===== config.mk =====
export PLATFORM = sky130hd
export DESIGN_NAME = zsp_compact_top
export DESIGN_NICKNAME = d
export VERILOG_FILES = /design/src/zsp_pkg.sv /design/src/zsp_compact_top.sv /design/src/zsp_compacter.sv /design/src/zsp_line_fifo.sv /design/src/zsp_list_table.sv /design/src/zsp_migrator.sv
export SDC_FILE = /design/constraint.sdc
export NUM_CORES = 2
export LEC_CHECK = 0
export ABC_CLOCK_PERIOD_IN_PS = 7770
export BUFFER_PORTS_ARGS = -buffer_cell sky130_fd_sc_hd__buf_2
export CORE_MARGIN = 5
export CORE_UTILIZATION = 40
export CTS_BUF_LIST = sky130_fd_sc_hd__clkbuf_4 sky130_fd_sc_hd__clkbuf_8
export DETAILED_ROUTE_END_ITERATION = 10
export HOLD_SLACK_MARGIN = 0.06
export PLACE_DENSITY = 0.63
export SYNTH_ARGS = -nofsm -noshare
export SYNTH_HDL_FRONTEND = slang
export SYNTH_SLANG_ARGS = --single-unit

===== constraint.sdc =====
create_clock -name clk_i -period 7.77 [get_ports clk_i]
set_input_delay 1.554 -clock clk_i [delete_from_list [all_inputs] [get_ports clk_i]]
set_output_delay 1.554 -clock clk_i [all_outputs]
set_load 0.02 [all_outputs]

===== src/zsp_pkg.sv =====
package zsp_pkg;

	localparam int ADDR_W = 32;
	localparam int DATA_W = 64; // one beat is one memory line
	localparam int WAY_W  = 20;
	localparam int PAGE_W = 26; // line-aligned byte address >> 6

	// list nodes live in their own region, one 64-bit word per way
	localparam logic [ADDR_W-1:0] LIST_BASE = 32'h8000_0000;

	typedef struct packed {
		logic [WAY_W-1:0] way;
		logic [WAY_W-1:0] prev_way;
		logic [WAY_W-1:0] next_way;
		logic [3:0]       pad;
	} list_entry_t;

	// sits in the first line of each way
	typedef struct packed {
		logic [PAGE_W-1:0] page0;
		logic [PAGE_W-1:0] page1;
		logic [1:0]        pg_vld;
		logic [3:0]        size; // lines per page minus one
		logic [5:0]        pad;
	} page_md_t;

	typedef union packed {
		list_entry_t entry;
		page_md_t    md;
	} zsp_word_u;

	typedef struct packed {
		logic              arvalid;
		logic [ADDR_W-1:0] addr;
	} rd_req_t;

	typedef struct packed {
		logic              rvalid;
		logic [1:0]        rresp;
		logic [DATA_W-1:0] rdata;
	} rd_resp_t;

	typedef struct packed {
		logic              wvalid;
		logic [ADDR_W-1:0] addr;
		logic [DATA_W-1:0] wdata;
	} wr_req_t;

	typedef enum logic [1:0] {
		OP_NONE,
		OP_PUSH_FREE,
		OP_DETACH_HEAD
	} tbl_op_e;

	typedef struct packed {
		tbl_op_e     op;
		list_entry_t entry;
	} tbl_upd_t;

	typedef struct packed {
		logic              migrate;
		logic [PAGE_W-1:0] dst_page;
		logic [4:0]        lines;
	} mig_cmd_t;

	function automatic logic [ADDR_W-1:0] way_addr(input logic [WAY_W-1:0] way);
		return {way, 12'h000};
	endfunction

	function automatic logic [ADDR_W-1:0] page_addr(input logic [PAGE_W-1:0] page);
		return {page, 6'b00_0000};
	endfunction

	function automatic logic [ADDR_W-1:0] list_addr(input logic [WAY_W-1:0] way);
		return LIST_BASE + ADDR_W'({way, 3'b000});
	endfunction

endpackage

===== src/zsp_compact_top.sv =====
`timescale 1ns/1ps

module zsp_compact_top import zsp_pkg::*; #(
	parameter int FIFO_DEPTH = 16,
	parameter int CNT_W      = 8
) (
	input  logic             clk_i,
	input  logic             rst_ni,
	input  logic             compact_trig,
	input  logic             tbl_load,
	input  logic [WAY_W-1:0] load_head,
	input  logic [WAY_W-1:0] load_tail,
	output rd_req_t          rd_req,
	input  logic             arready,
	input  rd_resp_t         rd_resp,
	output wr_req_t          wr_req,
	input  logic             wready,
	output logic             compact_done,
	output logic             bus_error,
	output logic [WAY_W-1:0] list_head,
	output logic [WAY_W-1:0] list_tail,
	output logic [CNT_W-1:0] freed_ways
);

	logic              fifo_push, fifo_pop, fifo_flush, fifo_full, fifo_empty;
	logic [DATA_W-1:0] fifo_data;
	logic              migrated, tbl_upd, tbl_done;
	mig_cmd_t          mig_cmd;
	tbl_upd_t          tbl_op;

	zsp_compacter u_compacter (
		.clk_i, .rst_ni, .compact_trig, .arready, .rd_resp, .fifo_full, .fifo_empty,
		.migrated, .tbl_done, .head(list_head), .tail(list_tail), .rd_req, .fifo_push,
		.fifo_flush, .mig_cmd, .tbl_upd, .tbl_op, .compact_done, .bus_error
	);

	zsp_line_fifo #(.FIFO_DEPTH(FIFO_DEPTH)) u_line_fifo (
		.clk_i, .rst_ni, .flush(fifo_flush), .push(fifo_push), .push_data(rd_resp.rdata),
		.pop(fifo_pop), .pop_data(fifo_data), .full(fifo_full), .empty(fifo_empty)
	);

	zsp_migrator u_migrator (
		.clk_i, .rst_ni, .mig_cmd, .flush(fifo_flush), .fifo_empty, .fifo_data, .wready,
		.fifo_pop, .wr_req, .migrated
	);

	zsp_list_table #(.CNT_W(CNT_W)) u_list_table (
		.clk_i, .rst_ni, .load(tbl_load), .load_head, .load_tail, .upd(tbl_upd),
		.upd_pkt(tbl_op), .head(list_head), .tail(list_tail), .done(tbl_done), .freed_ways
	);

endmodule


===== src/zsp_compacter.sv =====
`timescale 1ns/1ps

module zsp_compacter import zsp_pkg::*; (
	input  logic             clk_i,
	input  logic             rst_ni,
	input  logic             compact_trig,
	input  logic             arready,
	input  rd_resp_t         rd_resp,
	input  logic             fifo_full,
	input  logic             fifo_empty,
	input  logic             migrated,
	input  logic             tbl_done,
	input  logic [WAY_W-1:0] head,
	input  logic [WAY_W-1:0] tail,
	output rd_req_t          rd_req,
	output logic             fifo_push,
	output logic             fifo_flush,
	output mig_cmd_t         mig_cmd,
	output logic             tbl_upd,
	output tbl_upd_t         tbl_op,
	output logic             compact_done,
	output logic             bus_error
);

	typedef enum logic [4:0] {
		S_IDLE, S_PEEK_TAIL, S_TAIL_REQ, S_WAIT_TAIL, S_DEC_TAIL, S_SRC_REQ, S_WAIT_SRC,
		S_PEEK_HEAD, S_HEAD_REQ, S_WAIT_HEAD, S_DEC_HEAD, S_DST_REQ, S_WAIT_DST,
		S_FLUSH, S_BURST, S_MIGRATE, S_PUSH_FREE, S_DETACH, S_UPD_CHECK, S_DONE, S_ERROR
	} state_e;

	typedef struct packed {
		page_md_t          md;
		logic [PAGE_W-1:0] page;
	} slot_t;

	state_e            state;
	zsp_word_u         rd_word, word_q;
	list_entry_t       src_ent, dst_ent;
	page_md_t          src_md, dst_md;
	slot_t             src_sel, dst_sel;
	logic [PAGE_W-1:0] src_page, dst_page_q;
	logic [ADDR_W-1:0] line_addr;
	logic [4:0]        burst_left, lines_q;
	logic              migrate_q, rd_pend;
	logic              rd_ok, rd_err, single_req, src_empty, dst_full;

	// want=1 takes the lowest valid page, want=0 the lowest free slot
	function automatic slot_t take_slot(input page_md_t md, input logic want);
		slot_t s;
		s.md   = md;
		s.page = md.page0;
		if (md.pg_vld[0] == want) begin
			s.md.pg_vld[0] = ~want;
		end else if (md.pg_vld[1] == want) begin
			s.page         = md.page1;
			s.md.pg_vld[1] = ~want;
		end
		return s;
	endfunction

	assign rd_word    = rd_resp.rdata;
	assign rd_ok      = rd_resp.rvalid && (rd_resp.rresp == 2'b00);
	assign rd_err     = rd_resp.rvalid && (rd_resp.rresp != 2'b00);
	assign src_empty  = ~|src_md.pg_vld;
	assign dst_full   = &dst_md.pg_vld;
	assign src_sel    = take_slot(state == S_WAIT_SRC ? rd_word.md : src_md, 1'b1);
	assign dst_sel    = take_slot(state == S_WAIT_DST ? rd_word.md : dst_md, 1'b0);
	assign single_req = state inside {S_TAIL_REQ, S_SRC_REQ, S_HEAD_REQ, S_DST_REQ};

	assign rd_req.arvalid = arready && (single_req ||
		(state == S_BURST && burst_left != 5'd0 && !fifo_full));

	always_comb begin
		case (state)
			S_TAIL_REQ: rd_req.addr = list_addr(tail);
			S_HEAD_REQ: rd_req.addr = list_addr(head);
			S_SRC_REQ:  rd_req.addr = way_addr(src_ent.way); // metadata line
			S_DST_REQ:  rd_req.addr = way_addr(dst_ent.way);
			default:    rd_req.addr = line_addr;
		endcase
	end

	assign fifo_push    = rd_ok && (state == S_BURST || state == S_MIGRATE);
	assign fifo_flush   = state == S_FLUSH;
	assign compact_done = state == S_DONE;
	assign bus_error    = state == S_ERROR;
	assign mig_cmd      = '{migrate: migrate_q, dst_page: dst_page_q, lines: lines_q};

	always_ff @(posedge clk_i or negedge rst_ni) begin
		if (!rst_ni) begin
			state      <= S_IDLE;
			burst_left <= '0;
			migrate_q  <= 1'b0;
			tbl_upd    <= 1'b0;
		end else begin
			tbl_upd <= 1'b0;
			case (state)
				S_IDLE:      if (compact_trig && head != tail) state <= S_PEEK_TAIL;
				S_PEEK_TAIL: state <= src_empty ? S_TAIL_REQ : S_PEEK_HEAD;
				S_TAIL_REQ:  if (arready) state <= S_WAIT_TAIL;
				S_WAIT_TAIL: if (rd_err) state <= S_ERROR; else if (rd_ok) state <= S_DEC_TAIL;
				S_DEC_TAIL:  state <= S_SRC_REQ;
				S_SRC_REQ:   if (arready) state <= S_WAIT_SRC;
				S_WAIT_SRC:  if (rd_err) state <= S_ERROR; else if (rd_ok) state <= S_PEEK_HEAD;
				S_PEEK_HEAD: state <= dst_full ? S_HEAD_REQ : S_FLUSH;
				S_HEAD_REQ:  if (arready) state <= S_WAIT_HEAD;
				S_WAIT_HEAD: if (rd_err) state <= S_ERROR; else if (rd_ok) state <= S_DEC_HEAD;
				S_DEC_HEAD:  state <= S_DST_REQ;
				S_DST_REQ:   if (arready) state <= S_WAIT_DST;
				S_WAIT_DST:  if (rd_err) state <= S_ERROR; else if (rd_ok) state <= S_FLUSH;
				S_FLUSH: begin
					if (fifo_empty) begin // normally already drained
						burst_left <= {1'b0, src_md.size} + 5'd1;
						state      <= S_BURST;
					end
				end
				S_BURST: begin
					if (rd_err) begin
						state <= S_ERROR;
					end else if (burst_left == 5'd0) begin
						migrate_q <= 1'b1; // late beats still land in the FIFO
						state     <= S_MIGRATE;
					end else if (rd_req.arvalid) begin
						burst_left <= burst_left - 5'd1;
					end
				end
				S_MIGRATE: begin
					if (rd_err) begin
						state <= S_ERROR;
					end else if (migrated) begin
						migrate_q <= 1'b0;
						tbl_upd   <= src_empty || dst_full;
						if (src_empty)
							state <= S_PUSH_FREE;
						else if (dst_full)
							state <= S_DETACH;
						else
							state <= S_UPD_CHECK;
					end
				end
				S_PUSH_FREE: begin
					if (tbl_done) begin
						tbl_upd <= dst_full;
						state   <= dst_full ? S_DETACH : S_UPD_CHECK;
					end
				end
				S_DETACH:    if (tbl_done) state <= S_UPD_CHECK;
				S_UPD_CHECK: state <= (head == tail) ? S_DONE : S_PEEK_TAIL;
				S_DONE:      state <= S_IDLE;
				S_ERROR:     migrate_q <= 1'b0; // held until reset
				default:     state <= S_IDLE;
			endcase
		end
	end

	always_ff @(posedge clk_i) begin
		if (rd_resp.rvalid)
			word_q <= rd_resp.rdata;
		if (state == S_IDLE && compact_trig) begin
			src_md.pg_vld <= 2'b00; // forces both fetches
			dst_md.pg_vld <= 2'b11;
		end
		if ((state == S_PEEK_TAIL && !src_empty) || (state == S_WAIT_SRC && rd_ok)) begin
			src_md   <= src_sel.md;
			src_page <= src_sel.page;
		end
		if ((state == S_PEEK_HEAD && !dst_full) || (state == S_WAIT_DST && rd_ok)) begin
			dst_md     <= dst_sel.md;
			dst_page_q <= dst_sel.page;
		end
		if (state == S_DEC_TAIL)
			src_ent <= word_q.entry;
		if (state == S_DEC_HEAD)
			dst_ent <= word_q.entry;
		if (state == S_FLUSH) begin
			line_addr <= page_addr(src_page);
			lines_q   <= {1'b0, src_md.size};
		end else if (state == S_BURST && rd_req.arvalid) begin
			line_addr <= line_addr + ADDR_W'(64);
		end
		if (state == S_MIGRATE && migrated)
			tbl_op <= src_empty ? '{OP_PUSH_FREE, src_ent} : '{OP_DETACH_HEAD, dst_ent};
		else if (state == S_PUSH_FREE && tbl_done)
			tbl_op <= '{OP_DETACH_HEAD, dst_ent};
	end

	// list/metadata read in flight
	always_ff @(posedge clk_i or negedge rst_ni) begin
		if (!rst_ni)
			rd_pend <= 1'b0;
		else if (rd_req.arvalid && single_req)
			rd_pend <= 1'b1;
		else if (rd_resp.rvalid)
			rd_pend <= 1'b0;
	end

	a_one_list_rd: assert property (@(posedge clk_i) disable iff (!rst_ni)
		(rd_req.arvalid && single_req) |-> !rd_pend);

endmodule


===== src/zsp_line_fifo.sv =====
`timescale 1ns/1ps

module zsp_line_fifo import zsp_pkg::*; #(
	parameter int FIFO_DEPTH = 16 // power of two, pointers wrap freely
) (
	input  logic              clk_i,
	input  logic              rst_ni,
	input  logic              flush,
	input  logic              push,
	input  logic [DATA_W-1:0] push_data,
	input  logic              pop,
	output logic [DATA_W-1:0] pop_data,
	output logic              full,
	output logic              empty
);

	localparam int PTR_W = $clog2(FIFO_DEPTH);

	logic [DATA_W-1:0] mem [FIFO_DEPTH];
	logic [PTR_W-1:0]  wr_ptr, rd_ptr;
	logic [PTR_W:0]    count;
	logic              do_push, do_pop;

	assign full     = count == (PTR_W + 1)'(FIFO_DEPTH);
	assign empty    = count == '0;
	assign do_push  = push && !full;
	assign do_pop   = pop && !empty;
	assign pop_data = mem[rd_ptr]; // show-ahead

	always_ff @(posedge clk_i) begin
		if (do_push)
			mem[wr_ptr] <= push_data;
	end

	always_ff @(posedge clk_i or negedge rst_ni) begin
		if (!rst_ni) begin
			wr_ptr <= '0;
			rd_ptr <= '0;
			count  <= '0;
		end else if (flush) begin
			wr_ptr <= '0;
			rd_ptr <= '0;
			count  <= '0;
		end else begin
			if (do_push)
				wr_ptr <= wr_ptr + 1'b1;
			if (do_pop)
				rd_ptr <= rd_ptr + 1'b1;
			if (do_push && !do_pop)
				count <= count + 1'b1;
			else if (do_pop && !do_push)
				count <= count - 1'b1;
		end
	end

	a_no_ovf: assert property (@(posedge clk_i) disable iff (!rst_ni) push |-> !full);
	a_no_udf: assert property (@(posedge clk_i) disable iff (!rst_ni) pop |-> !empty);

endmodule


===== src/zsp_list_table.sv =====
`timescale 1ns/1ps

module zsp_list_table import zsp_pkg::*; #(
	parameter int CNT_W = 8
) (
	input  logic             clk_i,
	input  logic             rst_ni,
	input  logic             load,
	input  logic [WAY_W-1:0] load_head,
	input  logic [WAY_W-1:0] load_tail,
	input  logic             upd,
	input  tbl_upd_t         upd_pkt,
	output logic [WAY_W-1:0] head,
	output logic [WAY_W-1:0] tail,
	output logic             done,
	output logic [CNT_W-1:0] freed_ways
);

	always_ff @(posedge clk_i or negedge rst_ni) begin
		if (!rst_ni) begin
			head       <= '0;
			tail       <= '0;
			done       <= 1'b0;
			freed_ways <= '0;
		end else begin
			done <= upd; // one cycle after the strobe
			if (load) begin
				head <= load_head;
				tail <= load_tail;
			end else if (upd) begin
				case (upd_pkt.op)
					OP_PUSH_FREE: begin
						// emptied tail goes back to the pool
						tail       <= upd_pkt.entry.prev_way;
						freed_ways <= freed_ways + 1'b1;
					end
					OP_DETACH_HEAD: head <= upd_pkt.entry.next_way; // full head leaves the list
					default: ;
				endcase
			end
		end
	end

	a_op_valid: assert property (@(posedge clk_i) disable iff (!rst_ni)
		upd |-> upd_pkt.op != OP_NONE);

endmodule


===== src/zsp_migrator.sv =====
`timescale 1ns/1ps

module zsp_migrator import zsp_pkg::*; (
	input  logic              clk_i,
	input  logic              rst_ni,
	input  mig_cmd_t          mig_cmd,
	input  logic              flush,
	input  logic              fifo_empty,
	input  logic [DATA_W-1:0] fifo_data,
	input  logic              wready,
	output logic              fifo_pop,
	output wr_req_t           wr_req,
	output logic              migrated
);

	logic [4:0] line_idx; // lines written to the destination page
	logic       done_q;   // page finished, waiting for migrate to drop
	logic       busy;

	assign busy     = mig_cmd.migrate && !done_q;
	assign fifo_pop = busy && !fifo_empty && wready;

	assign wr_req.wvalid = fifo_pop;
	assign wr_req.addr   = page_addr(mig_cmd.dst_page) + ADDR_W'({line_idx, 6'b00_0000});
	assign wr_req.wdata  = fifo_data;

	always_ff @(posedge clk_i or negedge rst_ni) begin
		if (!rst_ni) begin
			line_idx <= '0;
			done_q   <= 1'b0;
			migrated <= 1'b0;
		end else begin
			migrated <= 1'b0;
			if (flush)
				line_idx <= '0;
			else if (fifo_pop)
				line_idx <= line_idx + 5'd1;
			if (fifo_pop && line_idx == mig_cmd.lines) begin
				migrated <= 1'b1; // last line just went out
				done_q   <= 1'b1;
			end else if (!mig_cmd.migrate) begin
				done_q <= 1'b0;
			end
		end
	end

endmodule


### Word level (Yosys, flattened, before mapping)

Memory sizes are Yosys's and may differ from the RTL's.
Index checks and enable logic that the tools add are counted.

* memories: 1
* bits in latches: 0
* logic and storage cells: 244
* bits in writable memories: 1024
* bits in registers: 529
* output and inout bits: 180
* memory bits (read-only): 0

Memory list
* u_line_fifo.mem: depth 16, width 64, rd ports 1, clocked after memory_dff 0, wr ports 1, line zsp_line_fifo.sv:19 `logic [DATA_W-1:0] mem [FIFO_DEPTH];`

* mux-type cells: 78
* shift operators: 0
* reductions and logical operators: 63
* add/subtract/negate cells: 12
* multiply operators: 0
* bitwise operators: 2
* div/mod/pow operators: 0
* magnitude comparators: 0
* equality and inequality tests: 47

Operator list (number)
* 66-bit two-way mux: 3
* 5-bit two-way mux: 31
* 64-bit two-way mux: 2
* 32-bit case mux with 4 select lines: 1
* 20-bit two-way mux: 6
* 26-bit two-way mux: 4
* 5-bit case mux with 20 select lines: 1
* 32-bit by 23-bit adder with 32-bit output, first input constant: 2
* 32-bit two-way mux: 2
* 5-bit by 4-bit == test with 1-bit output, second input constant: 8
* 32-bit by 11-bit adder with 32-bit output: 1
* 32-bit by 7-bit adder with 32-bit output, second input constant: 1
* 5-bit == test, second input constant: 6
* 12-bit two-way mux: 2
* 2-bit nonzero test: 12
* 1-bit logical AND: 23
* 20-bit == test: 1
* 5-bit by 3-bit == test with 1-bit output, second input constant: 4
* 20-bit inequality test: 1
* 3-bit by 1-bit inequality test with 1-bit output, second input constant: 6
* 4-bit two-way mux: 4
* 2-bit by 1-bit inequality test with 1-bit output, second input constant: 8
* 5-bit zero test: 3
* 15-bit AND reduction: 1
* 27 further kinds: 69

### Logic depth before layout (Yosys ltp)

* depth in word-level cells: 9
* gate-level depth with buffers: 11

### By module

From an unflattened synthesis, not the netlist that was laid out.

* cell total of the unflattened synthesis: 3156
* area total of the unflattened synthesis: 62600.0 um^2

By module, submodules not included
* zsp_line_fifo: cells each 1531, area each 39412.8 um^2, instances 1
* zsp_compacter: cells each 1275, area each 19263.5 um^2, instances 1
* zsp_list_table: cells each 161, area each 2373.5 um^2, instances 1
* zsp_migrator: cells each 189, area each 1550.2 um^2, instances 1

### Worst setup path before layout

Ideal clock, no wire load.

* path kind: in2reg
* start point: input port rd_resp[65] (netlist name)
* end point: memory u_line_fifo.mem[4][0], enable pin
* slack: 0.330 ns
* stages: 5
* arrival time: 6.875 ns
* library setup time: 0.565 ns
* cells stage by stage: or3b_1 -> a211oi_1 -> buf_2 -> nand2_1 -> nor3_1

* word-level cells in the longest chain between the ends: 6

Ends and longest elaborated chain
* start: declaration: line zsp_compact_top.sv:15 `input rd_resp_t rd_resp,`
* 2-bit zero test: line zsp_compacter.sv:62 `assign rd_ok = rd_resp.rvalid && (rd_resp.rresp == 2'b00);`
* 1-bit logical AND: line zsp_compacter.sv:62
* 1-bit logical AND: line zsp_compacter.sv:83 `assign fifo_push = rd_ok && (state == S_BURST || state == S_MIGRATE);`
* 1-bit logical AND: line zsp_line_fifo.sv:26 `assign do_push = push && !full;`
* 1-bit two-way mux: line zsp_line_fifo.sv:31 `if (do_push)`
* 1-bit two-way mux (implied by the code): line zsp_line_fifo.sv:32 `mem[wr_ptr] <= push_data;`
* end: declaration: line zsp_line_fifo.sv:19

Every way passes these cells.

==> results.md <==
* CTS root buf: clkbuf_8
* Status: finished, final reports clean
* Gpl congestion at around 0.85
* CTS tree: built
* Worst Setup Path Type: flop to primary output
* CP Launch Type: flop
* Max-slew violation count at 0
* First-pass GRT wire length at 216000 um
* Detailed Place HPWL at 89300 um
* Worst setup margin at approximately 1.8 ns
* Met1 wire length at approximately 65000 um
* Layout Utilization at 0.461
* Avg Vias per Cell at 5.46
* CP required at approximately 6.2 ns
* Clock slew at reported path FFs at roughly 0.060 ns
* Fraction of registers with async set/reset at 0.0533
* Hold path depth at 0
* Syn Area/Cell at around 20 um^2
* Most frequent cell after synthesis: edfxtp_1
* DRT Wirelength at 152000 um
* Final Hold Vio Count at 0
* Worst slew margin at 0.199
* Worst hold path type: flop to flop
* WHS Endpoint: u_compacter.dst_ent[20]$_DFFE_PP_
* CORE AREA at ~0.15 mm^2
* Port buffer count at between 200 and 300
* Slowest-stage cell, CP: xnor2_1
* Cts hold-fix bufs at 0
* DRC at 0
* Hold Crit Start: u_compacter.word_q[20]$_DFFE_PP_
* Clock buffer depth at 3
* Initial antenna violation count at 40
* Synth area leaders: edfxtp_1 72%, mux4_2 12%, dfrtp_1 3.4%
* Total gr overflow at 0
* Cells after Synth at 2934
* DR iter-0 viols at 3281
* Post-synthesis register bit count at approximately 1500
* Vias in the first global route at approximately 30000
* Final-report setup violation count at 0
* Sequential share of the synthesized area at 0.749
* CTS H-Tree Depth at 4
* Post-CTS sizing at 0
* Commonest cells post-synth: 1438 x edfxtp_1, 320 x mux4_2, 150 x mux2_2
* RSZ-0062 raised after global routing: no
* Max Cap Viol at 0
* Fin Clk Skew at 0.0655 ns
* Max VDD drop at around 250 uV
* Nets at 3503
* Register-to-Register Path Depth at 6
* Area delta synth->final at 14.5%
* Synth top area share at 0.716
* Wire length on met2 at 70000 um
* Largest net degree at the start of global routing at 164
* FF-to-FF setup slack at between 3 and 4 ns
* Vias at a little over 30000
* First-pass detailed-route iteration total at 7
* Synth Warn # at 0
* EDFF count, synth at around 1400
* Metal3 WL at ~15000 um
* CTS Buf Count at 234
* Initial core utilization at 0.402
* Layout cell share with drive strength beyond 1 at 0.360
* Max Clock Freq at roughly 170 MHz
* GRT Total Usage at 0.189
* Post-Syn Area at about 0.06 mm^2
* Worst Tran Pin Value at 1.19 ns
* Post-CTS setup buffers at 0
* Clk_lat worst skew at 0.97 ns
* Tcrit/Tclk final at 0.773
* CP cell instances: ha_1 > inv_1 > fa_1 > nor2b_1 > o21ai_0 > a21boi_0 > o21a_1 > nand3_1 > xnor2_1 > buf_2
* Crit Reg-Reg Endpoint: u_compacter.dst_page_q[16]$_DFFE_PP_
* Static Leak at 0.0229 uW
* Setup WS pre-CTS at approximately 2.9 ns
* Clock Sinks at between 1500 and 2000
* Top Metal Used: met5
* Yosys cell types at 76
* Pwr per Cell Area at approximately 320 mW/mm^2
* Crit path DAT at about 4.5 ns
* Setup TNS at 0 ns
* Dominant cell type by area after synthesis: edfxtp_1
* Main synth FF type: edfxtp_1
* ANT nets after route at 0
* Chip Width at between 300 and 400 um
* I/O Pins at between 200 and 300
* CP endpoint kind: primary output
* Final min period at approximately 6.0 ns
* Routed length per placed instance at ~27 um
* Worst R2R Start: u_compacter.state[1]$_DFFE_PN0P_
* Critical path peak fanout at 6
* Core Rows at between 100 and 150
* Max incr delay on CP at just under 0.9 ns
* Die H at roughly 400 um
* Die area at ~0.16 mm^2
critical path: cells and delay by family (launching register included):
| family | cells | cell delay (ns) |
|---|---|---|
| flops | 1 | 0.48 |
| compound gates | 3 | 0.91 |
| simple gates | 2 | 0.27 |
| buf+inv | 2 | 0.37 |
| xor+xnor | 1 | 0.87 |
| fa+ha+maj | 2 | 0.62 |
through the flow:
| step | cells | area, um^2 | power (uW) | hold WS, ns |
|---|---|---|---|---|
| 4_1_cts | 5582 | 69100 | 22600 | 0.422 |
| 3_5_place_dp | 5148 | 64300 | 15900 | 0.429 |
| 2_1_floorplan | 2942 | 60400 | 13900 | 0.387 |
| 6_report | 5591 | 69100 | 22300 | 0.421 |
| 5_1_grt | 5588 | 69100 | 23300 | 0.438 |
| 3_3_place_gp | 5148 | 64300 | 15800 | 0.422 |
registers in the layout, summed over array words and instances, names as in the netlist, 8 cells and up:
register / count
u_compacter.dst_ent: 60
u_compacter.dst_md: 53
u_compacter.dst_page_q: 26
u_compacter.line_addr: 26
u_compacter.src_ent: 60
u_compacter.src_md: 57
u_compacter.src_page: 26
u_compacter.tbl_op: 42
u_compacter.word_q: 60
u_line_fifo.mem: 1024
u_list_table.freed_ways: 8
u_list_table.head: 20
u_list_table.tail: 20
cells in the final DEF, fill, tap and decap left out, types with 18 or more instances in the layout:
master	instances
clkinv_2	18
mux2_4	50
mux2_2	150
xnor2_1	63
nand2_1	117
buf_2	281
clkbuf_8	246
clkbuf_4	83
xor2_1	32
dfrtp_1	77
edfxtp_1	1438
mux2i_1	47
inv_1	42
clkinv_1	65
mux4_2	320
nor2_1	60
nand3_1	38
o21ai_0	80
nand4_1	21
a22oi_1	25
ha_1	20
buf_4	58
per-layer routing:
| layer | vias to the layer above | track usage |
|---|---|---|
| li1 | 12900 | - |
| met1 | 16000 | 0.271 |
| met2 | 1393 | 0.288 |
| met3 | 218 | 0.0520 |
| met4 | 22 | 0.0511 |
| met5 | - | 0 |
final cells by class:
type,instances,area [um^2]
antenna,9,22.5
clock buffer,329,4010
clock inverter,105,781
fill,12700,80800
inverter,43,161
multi-input combinational,1224,14400
sequential,1519,45200
tap,2016,2520
timing repair buffer,346,1980
power breakdown:
group,internal [uW],switching (uW),total [uW]
registers,9320,437,9760
logic,2630,3220,5860
clock network,3520,3180,6700
total,15500,6840,22300
kinds of logic after synthesis:
family	share of synthesized area
xor+xnor	0.0138
mux	0.168
flops	0.749
compound gates	0.0216
buf+inv	0.0153
other cells	0.0000621
fa+ha+maj	0.00481
simple gates	0.0274
worst max-delay path by stage:
stage,start,to,cells after the start
final,u_migrator.line_idx[0]$_DFFE_PN0P_,wr_req[78],10
after global routing,u_migrator.line_idx[0]$_DFFE_PN0P_,wr_req[86],10
after CTS,u_migrator.line_idx[0]$_DFFE_PN0P_,wr_req[78],10
after detailed placement,u_migrator.line_idx[0]$_DFFE_PN0P_,wr_req[78],10
after global placement,u_migrator.line_idx[0]$_DFFE_PN0P_,wr_req[78],10
after floorplan,rd_resp[65],u_line_fifo.mem[4][0]$_DFFE_PP_,5
No activity file was read; power rests on OpenSTA's default activity.
